--- src/rtl/mipsPkg.sv ---
/* shared types for the single-cycle MIPS core: words, fields,
   instruction format union, opcode/funct codes, ALU ops, sizes */

package mipsPkg;

  // ============================================================
  // basic widths
  // ============================================================

  // data / address word
  typedef logic [31:0] word_t;

  // register index
  typedef logic [4:0] regAddr_t;

  // primary opcode field
  typedef logic [5:0] opcode_t;

  // R-format function field
  typedef logic [5:0] funct_t;

  // architectural register count, r0 included
  localparam int NUM_REGS = 32;

  // jal destination
  localparam regAddr_t LINK_REG = 5'd31;

  // data memory word index width
  localparam int DMEM_ADDR_W = 7;

  // ============================================================
  // opcode and funct codes
  // ============================================================

  localparam opcode_t OP_RTYPE = 6'h00;
  localparam opcode_t OP_J     = 6'h02;
  localparam opcode_t OP_JAL   = 6'h03;
  localparam opcode_t OP_BEQ   = 6'h04;
  localparam opcode_t OP_LW    = 6'h23;
  localparam opcode_t OP_SW    = 6'h2b;

  // R-type ops that the core executes
  localparam funct_t FN_ADD = 6'h20;
  localparam funct_t FN_SUB = 6'h22;
  localparam funct_t FN_AND = 6'h24;
  localparam funct_t FN_OR  = 6'h25;
  localparam funct_t FN_SLT = 6'h2a;

  // ALU operation select, classic control encoding
  typedef enum logic [3:0] {
    ALU_AND  = 4'b0000,
    ALU_OR   = 4'b0001,
    ALU_ADD  = 4'b0010,
    ALU_SUB  = 4'b0110,
    ALU_SLT  = 4'b0111,
    ALU_NONE = 4'b1111
  } aluOp_t;

  // ============================================================
  // instruction word, three views of the same 32 bits
  // ============================================================

  typedef struct packed {
    opcode_t     opcode;
    regAddr_t    rs;
    regAddr_t    rt;
    regAddr_t    rd;
    logic [4:0]  shamt;
    funct_t      funct;
  } rFmt_t;

  typedef struct packed {
    opcode_t     opcode;
    regAddr_t    rs;
    regAddr_t    rt;
    logic [15:0] imm16;
  } iFmt_t;

  typedef struct packed {
    opcode_t     opcode;
    logic [25:0] target26;
  } jFmt_t;

  typedef union packed {
    rFmt_t rFmt;
    iFmt_t iFmt;
    jFmt_t jFmt;
  } instWord_t;

endpackage
--- src/rtl/ctrlIf.sv ---
/* decoded control bundle, decoder to execute, register file and PC */

`timescale 1ns/1ns

interface ctrlIf;
  import mipsPkg::*;

  // datapath steering
  logic        regDst;
  logic        aluSrc;
  logic        memToReg;
  logic        regWrite;
  // data memory access
  logic        memRead;
  logic        memWrite;
  // control flow
  logic        branch;
  logic        jump;
  logic        link;
  aluOp_t      aluCtrl;
  word_t       immExt;
  logic [25:0] jumpTarget;

  modport dec (
    output regDst, aluSrc, memToReg, regWrite, memRead, memWrite,
    output branch, jump, link, aluCtrl, immExt, jumpTarget
  );
  modport exe (input aluSrc, memToReg, memRead, memWrite, link, aluCtrl, immExt);
  modport rf  (input regDst, regWrite, link);
  modport pc  (input branch, jump, jumpTarget, immExt);

endinterface

--- src/rtl/mipsCore.sv ---
/* single-cycle MIPS core top: decoder, register file,
   execute unit and PC unit on plain fetch and SRAM ports */

`timescale 1ns/1ns

module mipsCore (
  input  logic                            clk,
  input  logic                            rst,
  // instruction fetch
  input  mipsPkg::word_t                  inst,
  output mipsPkg::word_t                  instAddr,
  // write-back observation
  output mipsPkg::word_t                  regWriteData,
  // SRAM data port
  input  mipsPkg::word_t                  memReadData,
  output logic [mipsPkg::DMEM_ADDR_W-1:0] memAddr,
  output mipsPkg::word_t                  memWriteData,
  output logic                            memEnableN,
  output logic                            memWriteN,
  output logic                            memOutputEnableN
);
  import mipsPkg::*;

  // ============================================================
  // internal nets
  // ============================================================

  // same bits viewed as R, I or J format
  instWord_t instView;
  word_t     rdDataA;
  word_t     rdDataB;
  word_t     wbData;
  word_t     linkAddr;
  logic      aluZero;

  assign instView = inst;

  // decoded control bundle
  ctrlIf ctrl ();

  // ============================================================
  // blocks
  // ============================================================

  instDecoder instDecoder_inst (
    .inst (instView),
    .ctrl (ctrl.dec)
  );

  // rs and rt always read, rd offered as destination
  regFile regFile_inst (
    .clk        (clk),
    .rst        (rst),
    .rdAddrA    (instView.rFmt.rs),
    .rdAddrB    (instView.rFmt.rt),
    .wrData     (wbData),
    .rdDataA    (rdDataA),
    .rdDataB    (rdDataB),
    .ctrl       (ctrl.rf),
    .rdAddrDest (instView.rFmt.rd)
  );

  executeUnit executeUnit_inst (
    .opA              (rdDataA),
    .opB              (rdDataB),
    .linkAddr         (linkAddr),
    .memReadData      (memReadData),
    .ctrl             (ctrl.exe),
    .wbData           (wbData),
    .aluZero          (aluZero),
    .memAddr          (memAddr),
    .memWriteData     (memWriteData),
    .memEnableN       (memEnableN),
    .memWriteN        (memWriteN),
    .memOutputEnableN (memOutputEnableN)
  );

  // next PC goes straight out as the fetch address
  pcUnit pcUnit_inst (
    .clk      (clk),
    .rst      (rst),
    .ctrl     (ctrl.pc),
    .aluZero  (aluZero),
    .nextPc   (instAddr),
    .linkAddr (linkAddr)
  );

  // write-back value visible for checking
  assign regWriteData = wbData;

endmodule

--- src/rtl/pcUnit.sv ---
/* PC register, next-PC selection and PC+8 link address */

`timescale 1ns/1ns

module pcUnit (
  input  logic           clk,
  input  logic           rst,
  ctrlIf.pc              ctrl,
  input  logic           aluZero,
  output mipsPkg::word_t nextPc,
  output mipsPkg::word_t linkAddr
);
  import mipsPkg::*;

  word_t pcReg;
  word_t pcPlus4;
  word_t jumpAddr;
  word_t branchAddr;
  word_t seqNext;
  logic  takeBranch;

  assign pcPlus4    = pcReg + 32'd4;
  // region bits of PC+4, word-aligned target
  assign jumpAddr   = {pcPlus4[31:28], ctrl.jumpTarget, 2'b00};
  // offset counted in words
  assign branchAddr = pcPlus4 + {ctrl.immExt[29:0], 2'b00};
  assign takeBranch = ctrl.branch & aluZero;

  // jump, then taken branch, then fall through
  always_comb begin
    if (ctrl.jump) begin
      seqNext = jumpAddr;
    end else if (takeBranch) begin
      seqNext = branchAddr;
    end else begin
      seqNext = pcPlus4;
    end
  end

  // fetch stays on the reset vector while rst is low
  assign nextPc = rst ? seqNext : '0;

  always_ff @(posedge clk or negedge rst) begin
    if (!rst) begin
      pcReg <= '0;
    end else begin
      pcReg <= nextPc;
    end
  end

  // jal return address
  assign linkAddr = pcReg + 32'd8;

endmodule

--- src/rtl/executeUnit.sv ---
/* operand select, ALU with zero flag, write-back select
   and SRAM strobe generation */

`timescale 1ns/1ns

module executeUnit (
  input  mipsPkg::word_t                 opA,
  input  mipsPkg::word_t                 opB,
  input  mipsPkg::word_t                 linkAddr,
  input  mipsPkg::word_t                 memReadData,
  ctrlIf.exe                             ctrl,
  output mipsPkg::word_t                 wbData,
  output logic                           aluZero,
  output logic [mipsPkg::DMEM_ADDR_W-1:0] memAddr,
  output mipsPkg::word_t                 memWriteData,
  output logic                           memEnableN,
  output logic                           memWriteN,
  output logic                           memOutputEnableN
);
  import mipsPkg::*;

  word_t aluB;
  word_t aluResult;

  // ============================================================
  // ALU
  // ============================================================

  // rt data or sign-extended immediate
  assign aluB = ctrl.aluSrc ? ctrl.immExt : opB;

  always_comb begin
    case (ctrl.aluCtrl)
      ALU_AND: aluResult = opA & aluB;
      ALU_OR:  aluResult = opA | aluB;
      ALU_ADD: aluResult = opA + aluB;
      ALU_SUB: aluResult = opA - aluB;
      // signed compare, result is 0 or 1
      ALU_SLT: aluResult = ($signed(opA) < $signed(aluB)) ? 32'd1 : 32'd0;
      default: aluResult = '0;
    endcase
  end

  // beq only looks at this when branch is set
  assign aluZero = (aluResult == '0);

  // ============================================================
  // write-back and data memory
  // ============================================================

  // link first, then load data, else ALU
  always_comb begin
    if (ctrl.link) begin
      wbData = linkAddr;
    end else if (ctrl.memToReg) begin
      wbData = memReadData;
    end else begin
      wbData = aluResult;
    end
  end

  // word index, byte offset dropped
  assign memAddr      = aluResult[DMEM_ADDR_W+1:2];
  // store data is rt
  assign memWriteData = opB;

  // active-low SRAM strobes
  assign memEnableN       = ~(ctrl.memRead | ctrl.memWrite);
  assign memWriteN        = ~ctrl.memWrite;
  assign memOutputEnableN = ~ctrl.memRead;

endmodule

--- src/rtl/regFile.sv ---
/* 32-entry register file, r0 reads as zero,
   two read ports and one write port */

`timescale 1ns/1ns

module regFile (
  input  logic              clk,
  input  logic              rst,
  input  mipsPkg::regAddr_t rdAddrA,
  input  mipsPkg::regAddr_t rdAddrB,
  input  mipsPkg::word_t    wrData,
  output mipsPkg::word_t    rdDataA,
  output mipsPkg::word_t    rdDataB,
  ctrlIf.rf                 ctrl,
  input  mipsPkg::regAddr_t rdAddrDest
);
  import mipsPkg::*;

  // storage for r1..r31 only
  word_t    regs [1:NUM_REGS-1];
  regAddr_t wrAddr;

  // destination: link wins, then rd for R type, else rt
  always_comb begin
    if (ctrl.link) begin
      wrAddr = LINK_REG;
    end else if (ctrl.regDst) begin
      wrAddr = rdAddrDest;
    end else begin
      wrAddr = rdAddrB;
    end
  end

  // write on the edge, r0 writes dropped
  always_ff @(posedge clk or negedge rst) begin
    if (!rst) begin
      for (int i = 1; i < NUM_REGS; i++) begin
        regs[i] <= '0;
      end
    end else if (ctrl.regWrite && (wrAddr != '0)) begin
      regs[wrAddr] <= wrData;
    end
  end

  // combinational reads
  assign rdDataA = (rdAddrA == '0) ? '0 : regs[rdAddrA];
  assign rdDataB = (rdAddrB == '0) ? '0 : regs[rdAddrB];

endmodule

--- src/rtl/instDecoder.sv ---
/* main control and ALU control decode, immediate sign extension
   and jump target extraction */

`timescale 1ns/1ns

module instDecoder (
  input mipsPkg::instWord_t inst,
  ctrlIf.dec                ctrl
);
  import mipsPkg::*;

  // ============================================================
  // main control from the opcode
  // ============================================================

  always_comb begin
    // safe defaults: no write, no memory access, fall through
    ctrl.regDst   = 1'b0;
    ctrl.aluSrc   = 1'b0;
    ctrl.memToReg = 1'b0;
    ctrl.regWrite = 1'b0;
    ctrl.memRead  = 1'b0;
    ctrl.memWrite = 1'b0;
    ctrl.branch   = 1'b0;
    ctrl.jump     = 1'b0;
    ctrl.link     = 1'b0;
    ctrl.aluCtrl  = ALU_NONE;

    case (inst.rFmt.opcode)
      OP_RTYPE: begin
        ctrl.regDst = 1'b1;
        // funct picks the ALU op
        case (inst.rFmt.funct)
          FN_ADD:  ctrl.aluCtrl = ALU_ADD;
          FN_SUB:  ctrl.aluCtrl = ALU_SUB;
          FN_AND:  ctrl.aluCtrl = ALU_AND;
          FN_OR:   ctrl.aluCtrl = ALU_OR;
          FN_SLT:  ctrl.aluCtrl = ALU_SLT;
          default: ctrl.aluCtrl = ALU_NONE;
        endcase
        // unsupported funct leaves the register file untouched
        ctrl.regWrite = (ctrl.aluCtrl != ALU_NONE);
      end
      OP_LW: begin
        // base + offset, result from memory
        ctrl.aluSrc   = 1'b1;
        ctrl.memToReg = 1'b1;
        ctrl.regWrite = 1'b1;
        ctrl.memRead  = 1'b1;
        ctrl.aluCtrl  = ALU_ADD;
      end
      OP_SW: begin
        ctrl.aluSrc   = 1'b1;
        ctrl.memWrite = 1'b1;
        ctrl.aluCtrl  = ALU_ADD;
      end
      OP_BEQ: begin
        // equality via subtract and zero flag
        ctrl.branch  = 1'b1;
        ctrl.aluCtrl = ALU_SUB;
      end
      OP_J: begin
        ctrl.jump = 1'b1;
      end
      OP_JAL: begin
        // jump and write return address to r31
        ctrl.jump     = 1'b1;
        ctrl.link     = 1'b1;
        ctrl.regWrite = 1'b1;
      end
      default: begin
        // unknown opcode behaves as a nop
        ctrl.aluCtrl = ALU_NONE;
      end
    endcase
  end

  // ============================================================
  // immediate and jump fields
  // ============================================================

  // sign extend the 16-bit offset
  assign ctrl.immExt = {{16{inst.iFmt.imm16[15]}}, inst.iFmt.imm16};

  // raw 26-bit target, PC unit forms the address
  assign ctrl.jumpTarget = inst.jFmt.target26;

endmodule

--- config.mk ---
export PLATFORM = sky130hd
export DESIGN_NAME = mipsCore
export DESIGN_NICKNAME = d
export VERILOG_FILES = /design/src/rtl/mipsPkg.sv /design/src/rtl/ctrlIf.sv /design/src/rtl/mipsCore.sv /design/src/rtl/pcUnit.sv /design/src/rtl/executeUnit.sv /design/src/rtl/regFile.sv /design/src/rtl/instDecoder.sv
export SDC_FILE = /design/constraint.sdc
export NUM_CORES = 2
export LEC_CHECK = 0
export BUFFER_PORTS_ARGS = -buffer_cell sky130_fd_sc_hd__buf_4
export CORE_MARGIN = 2
export CORE_UTILIZATION = 55
export DETAILED_ROUTE_END_ITERATION = 12
export PLACE_DENSITY_LB_ADDON = 0.1
export SYNTH_ARGS = -nofsm -noshare
export SYNTH_HDL_FRONTEND = slang
export SYNTH_SLANG_ARGS = --single-unit
export TNS_END_PERCENT = 1
--- constraint.sdc ---
create_clock -name clk -period 17.32 [get_ports clk]
set_input_delay 4.33 -clock clk [delete_from_list [all_inputs] [get_ports clk]]
set_output_delay 4.33 -clock clk [all_outputs]
set_load 0.01 [all_outputs]
==> results by group <==
Job
  – MaxCap Viol Count: 0

Placed design
  – Hpwl dp: 134 mm
  – Gpl congestion: 1.02
  – # port buffers: 171
  – Placed inst area: 63600 um^2

Synthesis
  – Predominant post-synthesis flop cell: dfrtp_1
  – Post-Synth XOR/XNOR Area: 1.26%
  – Complex-gate fraction of the synthesized area: 14.3%
  – Register bit total from synthesis: 1024
  – Syn Nets: 6085
  – Synth Area in Simple Gates: 11.2%
  – Mapped Cells: 5885
  – Synthesis warning total: 0
  – Unique masters post-synth: 84
  – Fraction of registers with async set or reset after synthesis: 100%
  – Sequential share of the synthesized area: 42.0%
  – Post-synthesis cell area: 61000 um^2
  – Synth Area per Inst: 10.4 um^2
  – Adder-cell area share of the yosys netlist: 2.79%
  – Mux contribution to synthesized area: 24.0%
  – Largest family of logic cells by synthesized area: multiplexers
  – EDFF count, synth: 0

CTS
  – H-tree levels: 3
  – TritonCTS Sinks: 1024
  – Clk buf depth: 3
  – TritonCTS clock tree: yes
  – Root Driver: clkbuf_16
  – CTS Hold Buffers Added: 0
  – Post-CTS resize count: 0
  – Post-CTS Setup Bufs: 0
  – Clock latency on the worst-skew pair: 0.75 ns
  – Inserted Clock Buffers: 110
  – Reg clk slew, reported paths: 0.06 ns

STA
  – Worst slew margin: 15.2%
  – Post-route minimum period: 16.31 ns
  – Final Max Slew Viols: 0
  – Setup TNS: 0 ns
  – RSZ-0062 raised after global routing: no
  – Worst-margin pin slew: 1.27 ns
  – Final Hold Viols: 0
  – Fmax: 61.3 MHz
  – Final Cycle Share: 94.2%
  – Final setup vio count: 0
  – Final Skew: 0.0460 ns

Pwr
  – Leak Pwr: 29.5 nW
  – Worst vdd ir: 0.0778 mV
  – PwrDens: 79.8 nW/um^2

Setup path
  – Setup CP Type: in2out
  – Crit. End Element: primary output
  – CP Launch Type: primary input
  – Req. time, crit path: 12.99 ns
  – Max FO, Critical Path: 59
  – Slowest CP cell: or4_1
  – Cells along the critical path: buf_8 -> buf_4 -> mux4_2 -> mux4_2 -> mux2_2 -> and2_1 -> a21oi_1 -> inv_1 -> ha_1 -> a211oi_1 -> o211ai_1 -> nand3_1 -> nand2_1 -> a21oi_1 -> o221a_2 -> o21ai_0 -> or4_1 -> nor4_1 -> nand4_1 -> nor4_4 -> buf_12 -> mux2i_1 -> a31o_1 -> buf_4
  – Crit path DAT: 11.98 ns
  – Critical path's largest stage delay: 0.60 ns

Cells and area
  – Layout Area Growth over Synthesis: 10.7%
  – Nets: 5956
  – Share of cells above drive strength 1: 21.1%
  – Cell area after layout: 67500 um^2

Routing
  – DRC: 0
  – DR iter-0 viols: 5769
  – Routed len/inst: 29.7 um
  – Drt first pass iters: 6
  – Via count: 49.0k
  – Routed Antenna Nets: 0
  – Routed WL: 218 mm
  – DR vias/cell: 6.67

Die
  – Die H: 337 um
  – Die width: 337 um
  – I/O pin count: 172
  – Initial core utilization: 55.2%
  – Die Footprint: 114000 um^2
  – FP Rows: 122
  – Core Box Area: 110000 um^2

GRT
  – Number of global-route vias before repair: 46.9k
  – Initial antenna violation count: 5
  – Grt total ovfl: 0
  – Gr usage total: 39.0%
  – First-pass GRT wire length: 322 mm
  – Largest net degree at the start of global routing: 165

Outcome
  – Status: finished, final reports clean

Hold path
  – HP Class: reg2reg
## path summary, 6_finish.rpt
path	slack (ns)	to	depth (start not counted)	start
min in group asynchronous	3.59	pcUnit_inst.pcReg[26]$_DFF_PN0_	1	rst
worst min register to register	0.50	regFile_inst.regs[406]$_DFFE_PN0P_	2	regFile_inst.regs[406]$_DFFE_PN0P_
max in group asynchronous	10.67	regFile_inst.regs[317]$_DFFE_PN0P_	4	rst
worst min-delay path	0.50	regFile_inst.regs[406]$_DFFE_PN0P_	2	regFile_inst.regs[406]$_DFFE_PN0P_
worst max-delay path	1.01	instAddr[18]	24	inst[16]
worst max register to register	10.44	pcUnit_inst.pcReg[4]$_DFF_PN0_	21	regFile_inst.regs[129]$_DFFE_PN0P_
## sequential cells by signal (all words and copies together), names as in the netlist
signal	flops
regFile_inst.regs	992
pcUnit_inst.pcReg	32
## cells by family (layout without fill, tap and decap cells)
kind of cell               after synthesis  after routing
AOI/OAI and AO/OA                     1578           1578
and+or+nand+nor                       1629           1629
buffers and inverters                  698            665
adders and majority gates              134            134
xor gates and xnor gates                88             88
other                                    0              3
muxes                                  734            734
DFF                                   1024           1024
## power by group
part	switching (mW)	leakage, nW	internal [mW]
clock	1.05	1.87	1.45
combinational	0.311	13.3	0.154
sequential	0.0129	14.3	2.41
## layer usage
metal  up-vias  track usage (%)  part of all wire, %  routed length, um
li1      21100                -                    -                  -
met1     24800             56.6                   41              90100
met2      2630             56.7                   43              94300
met3       497             9.58                   11              24000
met4         4             15.7                  4.6               9970
met5         -                0                0.011                 23
## synthesized netlist by cell type, drive strengths merged, types with 4 or more instances
library cell  instances  area [um^2]
nand2              1193         4480
o21ai              1116         5590
dfrtp              1024        25600
mux4                576        13000
clkbuf              468         1760
a21oi               187          940
inv                 155          582
ha                  131         1640
nor2                127          477
mux2i                87          871
nand3                86          430
buf                  75          302
mux2                 71          800
xnor2                52          455
nor3                 41          205
xor2                 36          315
a22o                 33          289
o211ai               32          240
a21o                 28          210
and2                 27          169
nor2b                27          169
a211oi               22          170
nand2b               21          131
nand4                21          131
o21a                 20          150
a31oi                15          100
and3                 15         93.8
o22ai                14         87.6
or3                  13         81.3
o21bai               11         82.6
o31ai                11         82.6
a31o                 10         87.6
nor4                 10         77.6
or2                  10         62.6
a211o                 8         70.1
a221oi                8         70.1
and4                  7         61.3
a2111oi               6         52.6
a2bb2oi               6         52.6
nand4b                6         52.6
nor3b                 5         37.5
nor4bb                5         50.1
o2bb2ai               5         43.8
o31a                  4         35.0
o41ai                 4         35.0
## per-stage QoR
stage	power (mW)	hold slack (ns)	util, %	cells	setup WS (ns)
2_1_floorplan	2.72	0.461	-	5885	2.22
3_3_place_gp	2.92	0.473	57.7	7132	1.17
3_5_place_dp	2.92	0.485	57.7	7132	1.15
4_1_cts	5.40	0.498	61.1	7340	1.16
5_1_grt	5.54	0.515	61.1	7340	0.636
6_report	5.38	0.496	61.1	7343	1.01
## critical path, delay by kind of cell
family | cells | cell delay [ns]
AND/OR/NAND/NOR | 7 | 2.12
AO/OA/AOI/OAI | 7 | 1.91
multiplexers | 4 | 1.64
buffers and inverters | 5 | 1.40
adder cells (fa/ha/maj) | 1 | 0.29
## layout by cell type, fill, tap and decap left out, types with 14 or more instances in the layout
cell type	instances
buf_4	283
nor2b_1	25
and2_1	26
a21o_1	28
mux2i_1	87
a21oi_1	186
o211ai_1	32
and3_1	15
ha_1	131
dfrtp_1	1024
xnor2_1	52
o21a_1	20
a22o_1	33
clkinv_2	24
inv_1	155
nand2_4	29
mux4_2	576
a31oi_1	14
clkbuf_1	23
o22ai_1	14
o21ai_2	30
o21ai_0	1080
mux2_2	71
xor2_1	36
nand4_1	21
a211oi_1	21
clkbuf_16	110
clkbuf_8	21
nor2_1	126
nand3_1	86
nor3_1	41
nand2b_1	19
nand2_1	1164
## final cells by class
class / instances / area [um^2]
inverters: 155 / 582
repair buffers: 302 / 2460
diodes: 3 / 7.51
fillers: 9179 / 42900
flip-flops and latches: 1024 / 25600
clock buffers: 154 / 3130
clock inverters: 54 / 694
well taps: 1488 / 1860
multi-input cells: 4163 / 33100
(Power assumes the default switching activity.)
